===== src/rtl/rv_fetch_pred_pkg.sv =====
`default_nettype none

package rv_fetch_pred_pkg;

  // --------------------------------------------------------------------------
  // Sizes and constants
  // --------------------------------------------------------------------------

  // Address and data width of the RV32I core
  localparam int XLEN = 32;

  // Direct-mapped BTB geometry
  localparam int BTB_ENTRIES = 16;
  localparam int BTB_IDX_W   = 4;
  // Index sits above the two byte-offset bits, tag takes the rest
  localparam int BTB_TAG_W   = XLEN - BTB_IDX_W - 2;

  // Return address stack geometry
  localparam int RAS_DEPTH = 8;
  localparam int RAS_PTR_W = 3;

  // First fetch address out of reset
  localparam logic [XLEN-1:0] RESET_PC = '0;

  // Sequential step between fetches
  localparam int INSTR_BYTES = 4;

  // --------------------------------------------------------------------------
  // Types
  // --------------------------------------------------------------------------

  typedef logic [XLEN-1:0] addr_t;

  // Control-transfer kind recorded per BTB entry
  typedef enum logic [1:0] {
    kind_branch = 2'd0,
    kind_call   = 2'd1,
    kind_return = 2'd2
  } br_kind_e;

  // Training record from execute
  typedef struct packed {
    logic     valid;
    addr_t    pc;
    addr_t    target;
    br_kind_e kind;
    logic     taken;
  } btb_update_t;

  // BTB lookup result for the current fetch PC
  typedef struct packed {
    logic     hit;
    addr_t    target;
    br_kind_e kind;
  } btb_pred_t;

  // Top of the return address stack
  typedef struct packed {
    logic  valid;
    addr_t target;
  } ras_pred_t;

  // Execute-stage correction of the fetch stream
  typedef struct packed {
    logic  valid;
    addr_t target;
  } redirect_t;

endpackage

`default_nettype wire


===== src/rtl/rv_btb.sv =====
`timescale 1ns/10ps
`default_nettype none

module rv_btb
  import rv_fetch_pred_pkg::*;
(
  input  logic        clk,
  input  logic        rst_n,
  input  addr_t       lookup_pc,
  input  btb_update_t upd,
  output btb_pred_t   pred
);

  // --------------------------------------------------------------------------
  // Storage
  // --------------------------------------------------------------------------

  // Valid bits are control state and clear on reset
  logic [BTB_ENTRIES-1:0] valid_q;

  // Payload arrays, only meaningful where valid_q is set
  logic [BTB_TAG_W-1:0]   tag_mem    [BTB_ENTRIES];
  addr_t                  target_mem [BTB_ENTRIES];
  br_kind_e               kind_mem   [BTB_ENTRIES];

  // Lookup side fields
  logic [BTB_IDX_W-1:0]   rd_idx;
  logic [BTB_TAG_W-1:0]   rd_tag;

  // Update side fields
  logic [BTB_IDX_W-1:0]   wr_idx;
  logic [BTB_TAG_W-1:0]   wr_tag;

  // --------------------------------------------------------------------------
  // Address split
  // --------------------------------------------------------------------------

  // Bits 1:0 are the byte offset and never take part
  assign rd_idx = lookup_pc[BTB_IDX_W+1:2];
  assign rd_tag = lookup_pc[XLEN-1:BTB_IDX_W+2];

  assign wr_idx = upd.pc[BTB_IDX_W+1:2];
  assign wr_tag = upd.pc[XLEN-1:BTB_IDX_W+2];

  // --------------------------------------------------------------------------
  // Combinational lookup
  // --------------------------------------------------------------------------

  always_comb begin
    // Hit needs a live entry with a matching tag
    pred.hit    = valid_q[rd_idx] && (tag_mem[rd_idx] == rd_tag);
    // Target and kind pass through even on a miss
    pred.target = target_mem[rd_idx];
    pred.kind   = kind_mem[rd_idx];
  end

  // --------------------------------------------------------------------------
  // Clocked update
  // --------------------------------------------------------------------------

  // Valid bits
  always_ff @(posedge clk) begin
    if (!rst_n) begin
      valid_q <= '0;
    end else if (upd.valid) begin
      // Taken installs the entry, not taken drops it
      valid_q[wr_idx] <= upd.taken;
    end
  end

  // Payload write, only for taken updates
  always_ff @(posedge clk) begin
    if (upd.valid && upd.taken) begin
      tag_mem[wr_idx]    <= wr_tag;
      target_mem[wr_idx] <= upd.target;
      kind_mem[wr_idx]   <= upd.kind;
    end
  end

  // New contents show up on lookups from the next cycle
  // Same-cycle lookup of the index being written sees the old entry

endmodule

`default_nettype wire


===== src/rtl/rv_ras.sv =====
`timescale 1ns/10ps
`default_nettype none

module rv_ras
  import rv_fetch_pred_pkg::*;
(
  input  logic      clk,
  input  logic      rst_n,
  input  logic      push,
  input  logic      pop,
  input  addr_t     push_addr,
  output ras_pred_t top
);

  // --------------------------------------------------------------------------
  // State
  // --------------------------------------------------------------------------

  // Return addresses, no reset needed
  addr_t                stack_mem [RAS_DEPTH];

  // Next free slot, wraps around the buffer
  logic [RAS_PTR_W-1:0] wr_ptr;
  // Slot holding the current top
  logic [RAS_PTR_W-1:0] top_ptr;

  // Live entries, saturates at the depth
  logic [RAS_PTR_W:0]   count;
  logic                 full;
  logic                 empty;

  assign top_ptr = wr_ptr - 1'b1;
  assign full    = (count == (RAS_PTR_W+1)'(RAS_DEPTH));
  assign empty   = (count == '0);

  // --------------------------------------------------------------------------
  // Pointer and count
  // --------------------------------------------------------------------------

  always_ff @(posedge clk) begin
    if (!rst_n) begin
      wr_ptr <= '0;
      count  <= '0;
    end else if (push && !pop) begin
      wr_ptr <= wr_ptr + 1'b1;
      // On overflow the oldest slot is reused silently
      if (!full) begin
        count <= count + 1'b1;
      end
    end else if (pop && !push && !empty) begin
      wr_ptr <= top_ptr;
      count  <= count - 1'b1;
    end
  end

  // --------------------------------------------------------------------------
  // Stack write
  // --------------------------------------------------------------------------

  always_ff @(posedge clk) begin
    if (push && pop) begin
      // Pop then push collapses into a top replace
      stack_mem[top_ptr] <= push_addr;
    end else if (push) begin
      stack_mem[wr_ptr] <= push_addr;
    end
  end

  // Top of stack, changes the cycle after a push or pop
  assign top.valid  = !empty;
  assign top.target = stack_mem[top_ptr];

endmodule

`default_nettype wire


===== src/rtl/rv_next_pc_sel.sv =====
`timescale 1ns/10ps
`default_nettype none

module rv_next_pc_sel
  import rv_fetch_pred_pkg::*;
(
  input  logic      clk,
  input  logic      rst_n,
  input  redirect_t redirect,
  input  btb_pred_t btb_pred,
  input  ras_pred_t ras_top,
  input  logic      fetch_ready,
  output logic      fetch_valid,
  output addr_t     fetch_pc,
  output logic      ras_push,
  output logic      ras_pop,
  output addr_t     ras_push_addr
);

  // --------------------------------------------------------------------------
  // Local signals
  // --------------------------------------------------------------------------

  // Fetch handshake completes this cycle
  logic  accept;
  // Predictor may act on this fetch
  logic  predict_en;

  // Candidate next addresses
  addr_t pc_plus4;
  addr_t next_pc;

  // Prediction source decode
  logic  use_ras;
  logic  use_btb;
  logic  is_call;

  // --------------------------------------------------------------------------
  // Handshake
  // --------------------------------------------------------------------------

  assign accept = fetch_valid && fetch_ready;

  // Redirect wins over any prediction on the same edge
  assign predict_en = accept && !redirect.valid;

  // --------------------------------------------------------------------------
  // Source decode
  // --------------------------------------------------------------------------

  assign pc_plus4 = fetch_pc + addr_t'(INSTR_BYTES);

  // Return predicted by the stack only when it holds something
  assign use_ras = btb_pred.hit && (btb_pred.kind == kind_return) && ras_top.valid;

  // Any other hit follows the BTB target
  // Includes a return with an empty stack
  assign use_btb = btb_pred.hit && !use_ras;

  assign is_call = btb_pred.hit && (btb_pred.kind == kind_call);

  // --------------------------------------------------------------------------
  // Next PC priority mux
  // --------------------------------------------------------------------------

  always_comb begin
    next_pc = fetch_pc;
    if (redirect.valid) begin
      // Execute correction, independent of fetch_ready
      next_pc = redirect.target;
    end else if (accept) begin
      if (use_ras) begin
        next_pc = ras_top.target;
      end else if (use_btb) begin
        next_pc = btb_pred.target;
      end else begin
        next_pc = pc_plus4;
      end
    end
    // No accept and no redirect keeps the current PC
  end

  // --------------------------------------------------------------------------
  // RAS strobes
  // --------------------------------------------------------------------------

  // Both strobes qualified by an accepted, unredirected fetch
  assign ras_pop  = predict_en && use_ras;
  assign ras_push = predict_en && is_call;

  // Return address of the call being fetched
  assign ras_push_addr = pc_plus4;

  // --------------------------------------------------------------------------
  // Fetch registers
  // --------------------------------------------------------------------------

  always_ff @(posedge clk) begin
    if (!rst_n) begin
      fetch_valid <= 1'b0;
      fetch_pc    <= RESET_PC;
    end else begin
      // Fetch stream always live once out of reset
      fetch_valid <= 1'b1;
      fetch_pc    <= next_pc;
    end
  end

endmodule

`default_nettype wire


===== src/rtl/rv_fetch_pred.sv =====
`timescale 1ns/10ps
`default_nettype none

module rv_fetch_pred
  import rv_fetch_pred_pkg::*;
(
  input  logic        clk,
  input  logic        rst_n,
  input  redirect_t   redirect,
  input  btb_update_t btb_upd,
  input  logic        fetch_ready,
  output logic        fetch_valid,
  output addr_t       fetch_pc
);

  // --------------------------------------------------------------------------
  // Internal nets
  // --------------------------------------------------------------------------

  // BTB answer for the current fetch PC
  btb_pred_t btb_pred;

  // Stack top seen by the selector
  ras_pred_t ras_top;

  // Stack controls from the selector
  logic      ras_push;
  logic      ras_pop;
  addr_t     ras_push_addr;

  // --------------------------------------------------------------------------
  // Branch target buffer
  // --------------------------------------------------------------------------

  // Looks up the PC being offered to instruction memory
  rv_btb u_btb (
    .clk       (clk),
    .rst_n     (rst_n),
    .lookup_pc (fetch_pc),
    .upd       (btb_upd),
    .pred      (btb_pred)
  );

  // --------------------------------------------------------------------------
  // Return address stack
  // --------------------------------------------------------------------------

  rv_ras u_ras (
    .clk       (clk),
    .rst_n     (rst_n),
    .push      (ras_push),
    .pop       (ras_pop),
    .push_addr (ras_push_addr),
    .top       (ras_top)
  );

  // --------------------------------------------------------------------------
  // Next PC selection and fetch register
  // --------------------------------------------------------------------------

  rv_next_pc_sel u_sel (
    .clk           (clk),
    .rst_n         (rst_n),
    .redirect      (redirect),
    .btb_pred      (btb_pred),
    .ras_top       (ras_top),
    .fetch_ready   (fetch_ready),
    .fetch_valid   (fetch_valid),
    .fetch_pc      (fetch_pc),
    .ras_push      (ras_push),
    .ras_pop       (ras_pop),
    .ras_push_addr (ras_push_addr)
  );

endmodule

`default_nettype wire


===== config.mk =====
export PLATFORM = sky130hd
export DESIGN_NAME = rv_fetch_pred
export DESIGN_NICKNAME = d
export VERILOG_FILES = /design/src/rtl/rv_fetch_pred_pkg.sv /design/src/rtl/rv_btb.sv /design/src/rtl/rv_ras.sv /design/src/rtl/rv_next_pc_sel.sv /design/src/rtl/rv_fetch_pred.sv
export SDC_FILE = /design/constraint.sdc
export NUM_CORES = 1
export LEC_CHECK = 0
export ABC_AREA = 1
export BUFFER_PORTS_ARGS = -buffer_cell sky130_fd_sc_hd__buf_2
export CAP_MARGIN = 20
export CORE_MARGIN = 4
export CORE_UTILIZATION = 35
export DETAILED_ROUTE_END_ITERATION = 10
export HOLD_SLACK_MARGIN = 0.05
export SYNTH_ARGS = -nofsm -noshare
export SYNTH_HDL_FRONTEND = slang
export SYNTH_SLANG_ARGS = --single-unit

===== constraint.sdc =====
create_clock -name clk -period 9.5 [get_ports clk]
set_input_delay 1.425 -clock clk [delete_from_list [all_inputs] [get_ports clk]]
set_output_delay 1.425 -clock clk [all_outputs]
set_load 0.02 [all_outputs]

# Word level (Yosys, flattened, before mapping)
# Memory sizes are Yosys's and may differ from the RTL's. A register that Yosys moved wholly into a read port is not among the register bits.
# Index checks and enable logic that the tools add are counted.
# W data, S select, Z words.
# totals
ram_bits	1216
memories	4
inputBits	104
regBits	56
# op_classes
n_lt_le_gt_ge	3
reduce_logical	25
mux	31
add_sub_neg	5
n_eq_ne	5
# memory_table
memory	depth	word_bits	rd	rd_clocked_by_memory_dff	wr	line_no	source
u_btb.target_mem	16	32	1	1	1	rv_btb.sv:23	addr_t target_mem [BTB_ENTRIES];
u_btb.tag_mem	16	26	1	1	1	rv_btb.sv:22	logic [BTB_TAG_W-1:0] tag_mem [BTB_ENTRIES];
u_ras.stack_mem	8	32	1	0	1	rv_ras.sv:20	addr_t stack_mem [RAS_DEPTH];
u_btb.kind_mem	16	2	1	1	1	rv_btb.sv:24	br_kind_e kind_mem [BTB_ENTRIES];
# ops
operator	n
$mux W32	5
$mux W4	9
$add A32 B3 Y32 const B	1
$reduce_or A32 Y1	1
$eq A26 B26 Y1	1
$bwmux W16	1
$logic_and A1 B1 Y1	15
$mux W1	11
$lt A4 B5 Y1 const B	2
$mux W3	3
$logic_not A1 Y1	5
$add A4 B1 Y4 const B	1
$bmux W1 S4	1
$demux W1 S4	1
$eq A4 B4 Y1 const B	1
$ge A4 B1 Y1 const B	1
$logic_not A4 Y1	1
$reduce_bool A2 Y1	2
$sub A4 B1 Y4 const B	1
$add A3 B1 Y3 const B	1
$sub A3 B1 Y3 const B	1
$eq A2 B1 Y1 const B	1
$eq A2 B2 Y1 const B	1
$ne A2 B2 Y1 const B	1
$reduce_and A2 Y1	1

# Depth between registers and ports, before layout
# Gate-level depths: netlist of run 1.
# logic_depth
word_depth	13
mapped_depth	27

# Hierarchy
# From an unflattened synthesis of run 1, not the netlist that was laid out.
# unflattened
cells_unflattened	4630
hier_area_um2	53427.5
# by_module_without_submodules
module	seq_area_each_um2	area_each_um2	n_inst	cells_each
rv_btb	29148.0	39764.4	1	3284
rv_ras	7827.5	10462.5	1	750
rv_next_pc_sel	660.6	3200.6	1	596

# Worst setup path before layout of run 1
# No wires, ideal clock.
# synth_path
kind	input-to-reg
startpoint	in btb_upd[39] (netlist name)
endpoint	mem u_btb.kind_mem[7][0] (netlist name) (enable)
t_arrival_ns	5.935
stages	4
required_time_ns	8.946
setup_slack_ns	3.011
setup_time_ns	0.554
path_buffers	0
path_cell_list	inv_1 > nor2_1 > inv_1 > nor3_1
# synth_lines
element	line_no	source
from (decl)	rv_fetch_pred.sv:10	input btb_update_t btb_upd,
to (decl)	rv_btb.sv:24	
# Straight into the memory's write port.

==> results of run 1 <==
==> cells in the final DEF, fill, tap and decap left out, types with 6 or more instances in the layout <==
master / netlist / routed
diode_2: 0 / 11
clkbuf_1: 162 / 36
nor2_1: 541 / 533
o221ai_1: 109 / 109
nand3_1: 342 / 342
buf_2: 63 / 134
o22ai_1: 77 / 77
edfxtp_1: 1216 / 1216
inv_1: 305 / 287
nor2_4: 1 / 9
clkinv_16: 0 / 7
clkbuf_8: 0 / 8
xor2_1: 29 / 29
clkinv_1: 3 / 21
nand2_1: 928 / 928
dfxtp_1: 60 / 55
o211ai_1: 31 / 31
o21ai_0: 483 / 483
o21ai_1: 25 / 25
buf_4: 20 / 59
nor3_1: 17 / 14
a32o_1: 9 / 9
bufinv_16: 0 / 7
or2_2: 12 / 12
a221oi_1: 6 / 6
a31oi_1: 17 / 17
clkbuf_16: 0 / 135
clkinv_2: 0 / 19
nand4_1: 11 / 11
a21oi_1: 74 / 74
inv_4: 1 / 14
==> cells by family (layout without fill, tap and decap cells) <==
logic type / count (synthesis) / count (layout) / synth area share, %
compound gates: 845 / 845 / 9.35
xor+xnor: 31 / 31 / 0.511
fa+ha+maj: 6 / 6 / 0.155
buf+inv: 588 / 747 / 4.62
flops: 1276 / 1276 / 71.0
other cells: 0 / 11 / 0
simple gates: 1870 / 1870 / 14.4
==> registers in the layout (all words and copies together), names as in the netlist, named ones only <==
| name | cells |
|---|---|
| u_btb.tag_mem | 416 |
| u_sel.fetch_valid | 1 |
| u_btb.valid_q | 16 |
| u_ras.stack_mem | 256 |
| u_btb.target_mem | 512 |
| u_ras.wr_ptr | 3 |
| u_ras.count | 4 |
| u_btb.kind_mem | 32 |
| u_sel.fetch_pc | 32 |
==> worst max path at each step <==
stage,startpoint,slack (ns),end
floorplan,btb_upd[39],3.01,u_btb.kind_mem[7][0]$_DFFE_PP_
global placement,flip-flop,2.97,u_ras.stack_mem[2][28]$_DFFE_PP_
detailed placement,flip-flop,2.93,u_ras.stack_mem[2][28]$_DFFE_PP_
CTS,flip-flop,2.91,u_ras.stack_mem[2][10]$_DFFE_PP_
global route,flip-flop,2.38,u_ras.stack_mem[2][23]$_DFFE_PP_
finish,flip-flop,2.82,u_ras.stack_mem[2][23]$_DFFE_PP_
==> metal layers <==
layer  vias to the layer above  wire length, um
li1                      16401                -
met4                        10             5080
met2                      1520            70700
met5                         -               65
met1                     17500            64500
met3                       305            13800
==> synth_stat cells, drive strengths merged, types with 20 or more instances <==
library cell | instances | area (um2)
clkbuf | 162 | 608
buf | 113 | 668
inv | 310 | 1170
nand2 | 933 | 3520
o21ai | 511 | 2580
nand3 | 344 | 1730
o221ai | 109 | 955
a21oi | 74 | 370
edfxtp | 1216 | 36500
dfxtp | 60 | 1200
nor3 | 20 | 121
xor2 | 29 | 254
o211ai | 31 | 233
nor2 | 545 | 2070
o22ai | 77 | 482
==> final cells by class <==
type	instances	area [um2]
Timing Repair Buffer	194	1130
Fill cell	14237	90300
Clock buffer	179	3620
Multi-Input combinational cell	2752	13000
Tap cell	2016	2520
Clock inverter	61	726
Sequential cell	1276	37700
Antenna cell	11	27.5
Inverter	313	1230
==> metrics by stage <==
step	area, um2	total power (uW)	worst slack, ns
after detailed placement	55700	7320	2.93
after CTS	60000	12400	2.91
final	60000	12400	2.82
after floorplan	53100	6930	3.01
after global routing	60000	12800	2.38
after global placement	55700	7300	2.97
==> tightest hold or removal path: stages, from the launching register on <==
cell and delay [ns]:
dfxtp_1 0.31, nand2_1 0.06, a21oi_1 0.05
==> power by group <==
group / switching [uW] / leakage (uW) / internal [uW]
combinational: 699 / 0.00777 / 237
clock: 2240 / 0.00209 / 2910
sequential: 51.9 / 0.0115 / 6220
==> run_results.csv, run 1 <==
group,metric,value,unit
critical_path,crit_cells,19,
floorplan,dieArea,158000,um2
flow_run,drv_cap,0,
clock_network,cts_max_level,4,
logic_synthesis,ys_types,50,
logic_synthesis,yosys_most_used_dff,"edfxtp_1",
sta,fin_crit,6.68,ns
power_and_ir_drop,cellLeakagePower,0.0213,uW
global_route,antenna_found_initial,31,
logic_synthesis,async_flop_share,0,%
floorplan,die_w,398,um
critical_path,end_kind,"flip-flop",
drt,avgRoutedWirePerCell,22.7,um
sta,fin_setup_tns,0,ns
global_route,met1_usage,26.1,%
logic_synthesis,syn_inst,4616,
min_path,min_from,"u_btb.valid_q[4]$_SDFFE_PN0P_",
critical_path,rrSetupSlack,2.82,ns
min_path,min_path_cells,2,
critical_path,critPathArrivalTime,7.11,ns
floorplan,std_cell_rows,142,
clock_network,max-clock-path-buffers,3,
global_route,grt-ovfl-total,0,
sta,fmax,0.150,GHz
drt,first_pass_iters,6,
clock_network,cts_buffers,133,
floorplan,design.core.area,150000,um2
logic_synthesis,yosysWarningCount,0,
outcome,outcome,"complete, no violations",
logic_synthesis,ys_seq_area_share,71.0,%
floorplan,io_pins,137,
critical_path,crit-reg2reg-capture,"u_ras.stack_mem[2][23]$_DFFE_PP_",
min_path,holdPathEnd,"u_btb.valid_q[4]$_SDFFE_PN0P_",
layout,utilization,39.9,%
clock_network,postCtsHoldBufs,0,
critical_path,crit_required,9.93,ns
critical_path,worstPathMaxFanout,89,
clock_network,postCtsSetupRepairBufs,0,
drt,drc_errors,0,
critical_path,critical_path.most_common_cell,"nand2_1",
drt,vias,35736,
sta,period_share,70.3,%
drt,drt_iter0_markers,4002,
sta,drv_slew,0,
sta,worstMarginPinSlew,1.16,ns
global_route,top_usage_layer,"met2",
logic_synthesis,synth_nets,4726,
critical_path,reg2regPathDepth,19,
place,io_buffers,134,
global_route,grtUsageTotal,19.1,%
global_route,grt_use_met3,4.31,%
place,place.gp.congestion,0.914,
global_route,grtUsageMet2,30.0,%
clock_network,cts_root_buffer,"clkbuf_16",
sta,grt_setup_unrepaired,"no",
place,post-place-cells,6551,
global_route,grt_pass1_wl,225000,um
critical_path,path_buf_inv,4,
logic_synthesis,syn_area,53100,um2
sta,fin_hold_ws,0.461,ns
critical_path,startpoint_type,"flip-flop",
drt,antenna_left,0,
drt,totalWireLength,154000,um
global_route,grt_pass1_vias,33421,
power_and_ir_drop,ir_worst_vdd,0.000180,V
clock_network,clk_pin_slew_worst_paths,0.06,ns
critical_path,cpMaxStageDelayCell,"buf_4",
critical_path,path_cells,"buf_4, buf_4, nand2_1, nand3_1, nand3_1, nand3_1, nand2_1, nand2_1, nand2_1, nor2_1, nand2_1, nor2_1, nand2_2, nor2_8, nand2_4, clkinv_1, nand2_1, nor2_4, buf_4",
place,detailed_place_hpwl,86700,um
layout,fin_cells,6802,
logic_synthesis,ys_ff_latch,1276,
clock_network,cts_tree,"done",
critical_path,crit_family,"simple AND/OR/NAND/NOR gates",
clock_network,clock_latency,0.79,ns
logic_synthesis,syn_avg_cell_area,11.5,um2
global_route,grt_max_degree,173,
sta,skew,0.0376,ns
critical_path,critPathKind,"reg -> reg",
critical_path,max_stage_delay,0.88,ns
clock_network,cts_resized,0,
layout,syn_to_final_growth,13.0,%
drt,vias_per_cell,5.25,
layout,drive_gt1_share,9.49,%
logic_synthesis,synth_edf_count,1216,
floorplan,start_util,35.3,%
sta,setup_viol,0,
min_path,worstHoldPathType,"reg -> reg",
sta,hold_viol_final,0,
sta,max_slew_margin,22.1,%
power_and_ir_drop,power.density,206,nW/um2
floorplan,die_y,398,um
clock_network,cts.sinks,1276,
layout,nNetsFinal,4780,
(Power assumes the default switching activity.)
==> run 2: changes to the inputs <==
--- a/config.mk
+++ b/config.mk
@@ -5,7 +5,7 @@
 export SDC_FILE = /design/constraint.sdc
 export NUM_CORES = 1
 export LEC_CHECK = 0
-export ABC_AREA = 1
+export ABC_AREA = 0
 export BUFFER_PORTS_ARGS = -buffer_cell sky130_fd_sc_hd__buf_2
 export CAP_MARGIN = 20
 export CORE_MARGIN = 4
==> constraint.sdc (replaced) <==
create_clock -name clk -period 5.45 [get_ports clk]
set_input_delay 0.8175 -clock clk [delete_from_list [all_inputs] [get_ports clk]]
set_output_delay 0.8175 -clock clk [all_outputs]
set_load 0.02 [all_outputs]
==> run_results.csv, run 2 <==
group,metric,value,unit
place,place_area,54200,um2
layout,nNetsFinal,2822,
logic_synthesis,synth_top_area_cell,"edfxtp_1",
sta,fmax,0.192,GHz
layout,layout_common_cells,"1216 x edfxtp_1, 314 x mux4_2, 138 x clkbuf_16",
layout,final_common_cell,"edfxtp_1",
layout,drive_gt1_share,28.5,%
global_route,antenna_found_initial,37,
drt,avgRoutedWirePerCell,28.1,um
sta,worstMarginPinSlew,1.09,ns
outcome,outcome,"complete, no violations",
floorplan,die_y,388,um
drt,met3_length,11200,um
clock_network,cts.sinks,1276,
layout,fin_cells,4729,
clock_network,clock_latency,0.75,ns
floorplan,io_pins,137,
sta,max_slew_margin,27.0,%
logic_synthesis,ys_types,66,
power_and_ir_drop,fin_total_pwr,21000,uW
power_and_ir_drop,cellLeakagePower,0.0183,uW
critical_path,reg2regPathDepth,16,
clock_network,clk_pin_slew_worst_paths,0.06,ns
sta,period_share,95.7,%
logic_synthesis,yosys_most_used_dff,"edfxtp_1",
clock_network,cts_resized,0,
floorplan,dieArea,151000,um2
clock_network,max-clock-path-buffers,3,
sta,grt_setup_unrepaired,"no",
sta,fin_crit,5.22,ns
drt,totalWireLength,133000,um
drt,antenna_left,0,
drt,met2WireLength,64300,um
clock_network,postCtsSetupRepairBufs,0,
drt,drt-met1-wl,54700,um
logic_synthesis,syn_area,50600,um2
layout,nFillCells,12658,
min_path,worstHoldPathType,"in -> reg",
sta,setup_viol,0,
critical_path,critPathKind,"reg -> reg",
global_route,grt_max_degree,102,
logic_synthesis,yosys-top-cells-area,"edfxtp_1 72%, mux4_2 14%, dfxtp_1 2.4%",
clock_network,cts_tree,"done",
layout,postLayoutCellArea,58500,um2
logic_synthesis,synthTopCellsByCount,"1216 x edfxtp_1, 314 x mux4_2, 114 x mux2i_1, 100 x nor2_1, 71 x clkbuf_1",
drt,drc_errors,0,
global_route,grt-ovfl-total,0,
global_route,grtUsageTotal,17.5,%
logic_synthesis,synth_edf_count,1216,
place,io_buffers,134,
sta,drv_slew,0,
layout,regArea,37700,um2
logic_synthesis,ys_seq_area_share,74.6,%
floorplan,design.core.area,144000,um2
critical_path,end_kind,"flip-flop",
drt,drt_iter0_markers,2798,
logic_synthesis,syn_inst,2473,
power_and_ir_drop,ir_worst_vdd,0.000199,V
logic_synthesis,ys_ff_latch,1276,
clock_network,postCtsHoldBufs,0,
clock_network,cts_buffers,132,
critical_path,startpoint_type,"flip-flop",
sta,fin_setup_tns,0,ns
layout,top_register,"u_btb.target_mem",
logic_synthesis,synth_nets,2583,
floorplan,std_cell_rows,139,
logic_synthesis,synth.most_common_cell,"edfxtp_1",
drt,vias_per_cell,5.51,
place,place.gp.congestion,0.823,
floorplan,start_util,35.2,%
clock_network,cts_root_buffer,"clkbuf_16",
layout,reg.largest.list,"u_btb.target_mem (512), u_btb.tag_mem (416), u_ras.stack_mem (256)",
logic_synthesis,syn_avg_cell_area,20.5,um2
min_path,min_path_cells,3,
drt,top_layer,"met5",
critical_path,critPathArrivalTime,5.86,ns
sta,skew,0.0306,ns
place,post-place-cells,4481,
global_route,grt_pass1_wl,190000,um
logic_synthesis,yosysTopAreaCellShare,72.2,%
drt,vias,26045,
floorplan,die_w,388,um
layout,largest_reg_flops,512,
layout,multi_input_area,12200,um2
sta,hold_viol_final,0,
clock_network,cts_max_level,4,
flow_run,drv_cap,0,
global_route,grt_pass1_vias,26486,
critical_path,crit_required,6.10,ns
power_and_ir_drop,power.density,359,nW/um2
logic_synthesis,async_flop_share,0,%
logic_synthesis,yosysWarningCount,0,
place,detailed_place_hpwl,79500,um
drt,first_pass_iters,6,
critical_path,worstPathMaxFanout,28,
layout,syn_to_final_growth,15.6,%
==> run 2: cell count changes in the layout (fill, tap and decap cells not counted), sizes merged, moves of 109 or more <==
cell,before,now
nand2,933,43
nor2,545,101
o21ai,511,70
mux4,0,314
nand3,344,53
inv,309,28
mux2i,0,114
o221ai,109,0
==> run 2: worst paths after layout <==
| path | endpoint | slack [ns] | start |
|---|---|---|---|
| worst min register to register | u_btb.valid_q[0]$_SDFFE_PN0P_ | 0.49 | u_btb.valid_q[0]$_SDFFE_PN0P_ |
| worst min-delay path | u_sel.fetch_pc[19]$_SDFFE_PN0N_ | 0.32 | redirect[19] |
| worst max-delay path | u_ras.count[3]$_SDFFE_PN0P_ | 0.23 | flip-flop |
| worst max register to register | u_ras.count[3]$_SDFFE_PN0P_ | 0.23 | flip-flop |
==> run 2: power breakdown <==
group	switching, uW	leakage [uW]	total (uW)	internal, uW
logic	784	0.00483	1300	517
clock network	3680	0.00205	8730	5050
registers	114	0.0114	11000	10900
==> run 2: per-layer routing <==
| metal | vias up | track usage, % |
|---|---|---|
| li1 | 10852 | - |
| met1 | 13828 | 23.7 |
| met2 | 1142 | 28.4 |
| met3 | 213 | 4.23 |
| met4 | 10 | 4.47 |
| met5 | - | 0 |
==> run 2: metrics by stage <==
step                util, %  hold WS (ns)  setup slack, ns
floorplan                 -         0.451            0.138
global placement       37.8         0.460            0.300
detailed placement     37.8         0.483            0.314
CTS                    40.7         0.263            0.257
global route           40.7         0.306            0.105
finish                 40.7         0.322            0.233
==> run 2: layout make-up <==
class / instances / area share [%]
inverters: 20 / 0.135
diodes: 9 / 0.0385
flip-flops and latches: 1276 / 64.5
clock inverters: 66 / 0.969
well taps: 1903 / 4.07
repair buffers: 253 / 3.17
multi-input cells: 1029 / 20.9
clock buffers: 173 / 6.22
==> run 2: cells by family (layout without fill, tap and decap cells) <==
family | Yosys count | count (layout) | synth area share [%]
xor gates and xnor gates | 50 | 50 | 0.866
adders and majority gates | 6 | 6 | 0.163
AOI/OAI and AO/OA | 236 | 236 | 3.27
muxes | 436 | 436 | 16.4
and+or+nand+nor | 301 | 301 | 3.07
DFF | 1276 | 1276 | 74.6
other | 0 | 9 | 0
buffers and inverters | 168 | 512 | 1.64
==> run 2: worst max-delay path: stages, from the launching register on <==
cell and delay (ns):
dfxtp_4 0.62, buf_12 0.28, mux4_2 0.34, a22oi_1 0.47, a21oi_1 0.16, a311oi_1 0.34
o2111ai_1 0.33, or4_1 0.72, nor4_4 0.27, and2_1 0.20, inv_1 0.10, ha_1 0.29
a21o_1 0.18, a21oi_1 0.18, mux2i_1 0.11, or3_1 0.33, a21oi_1 0.14
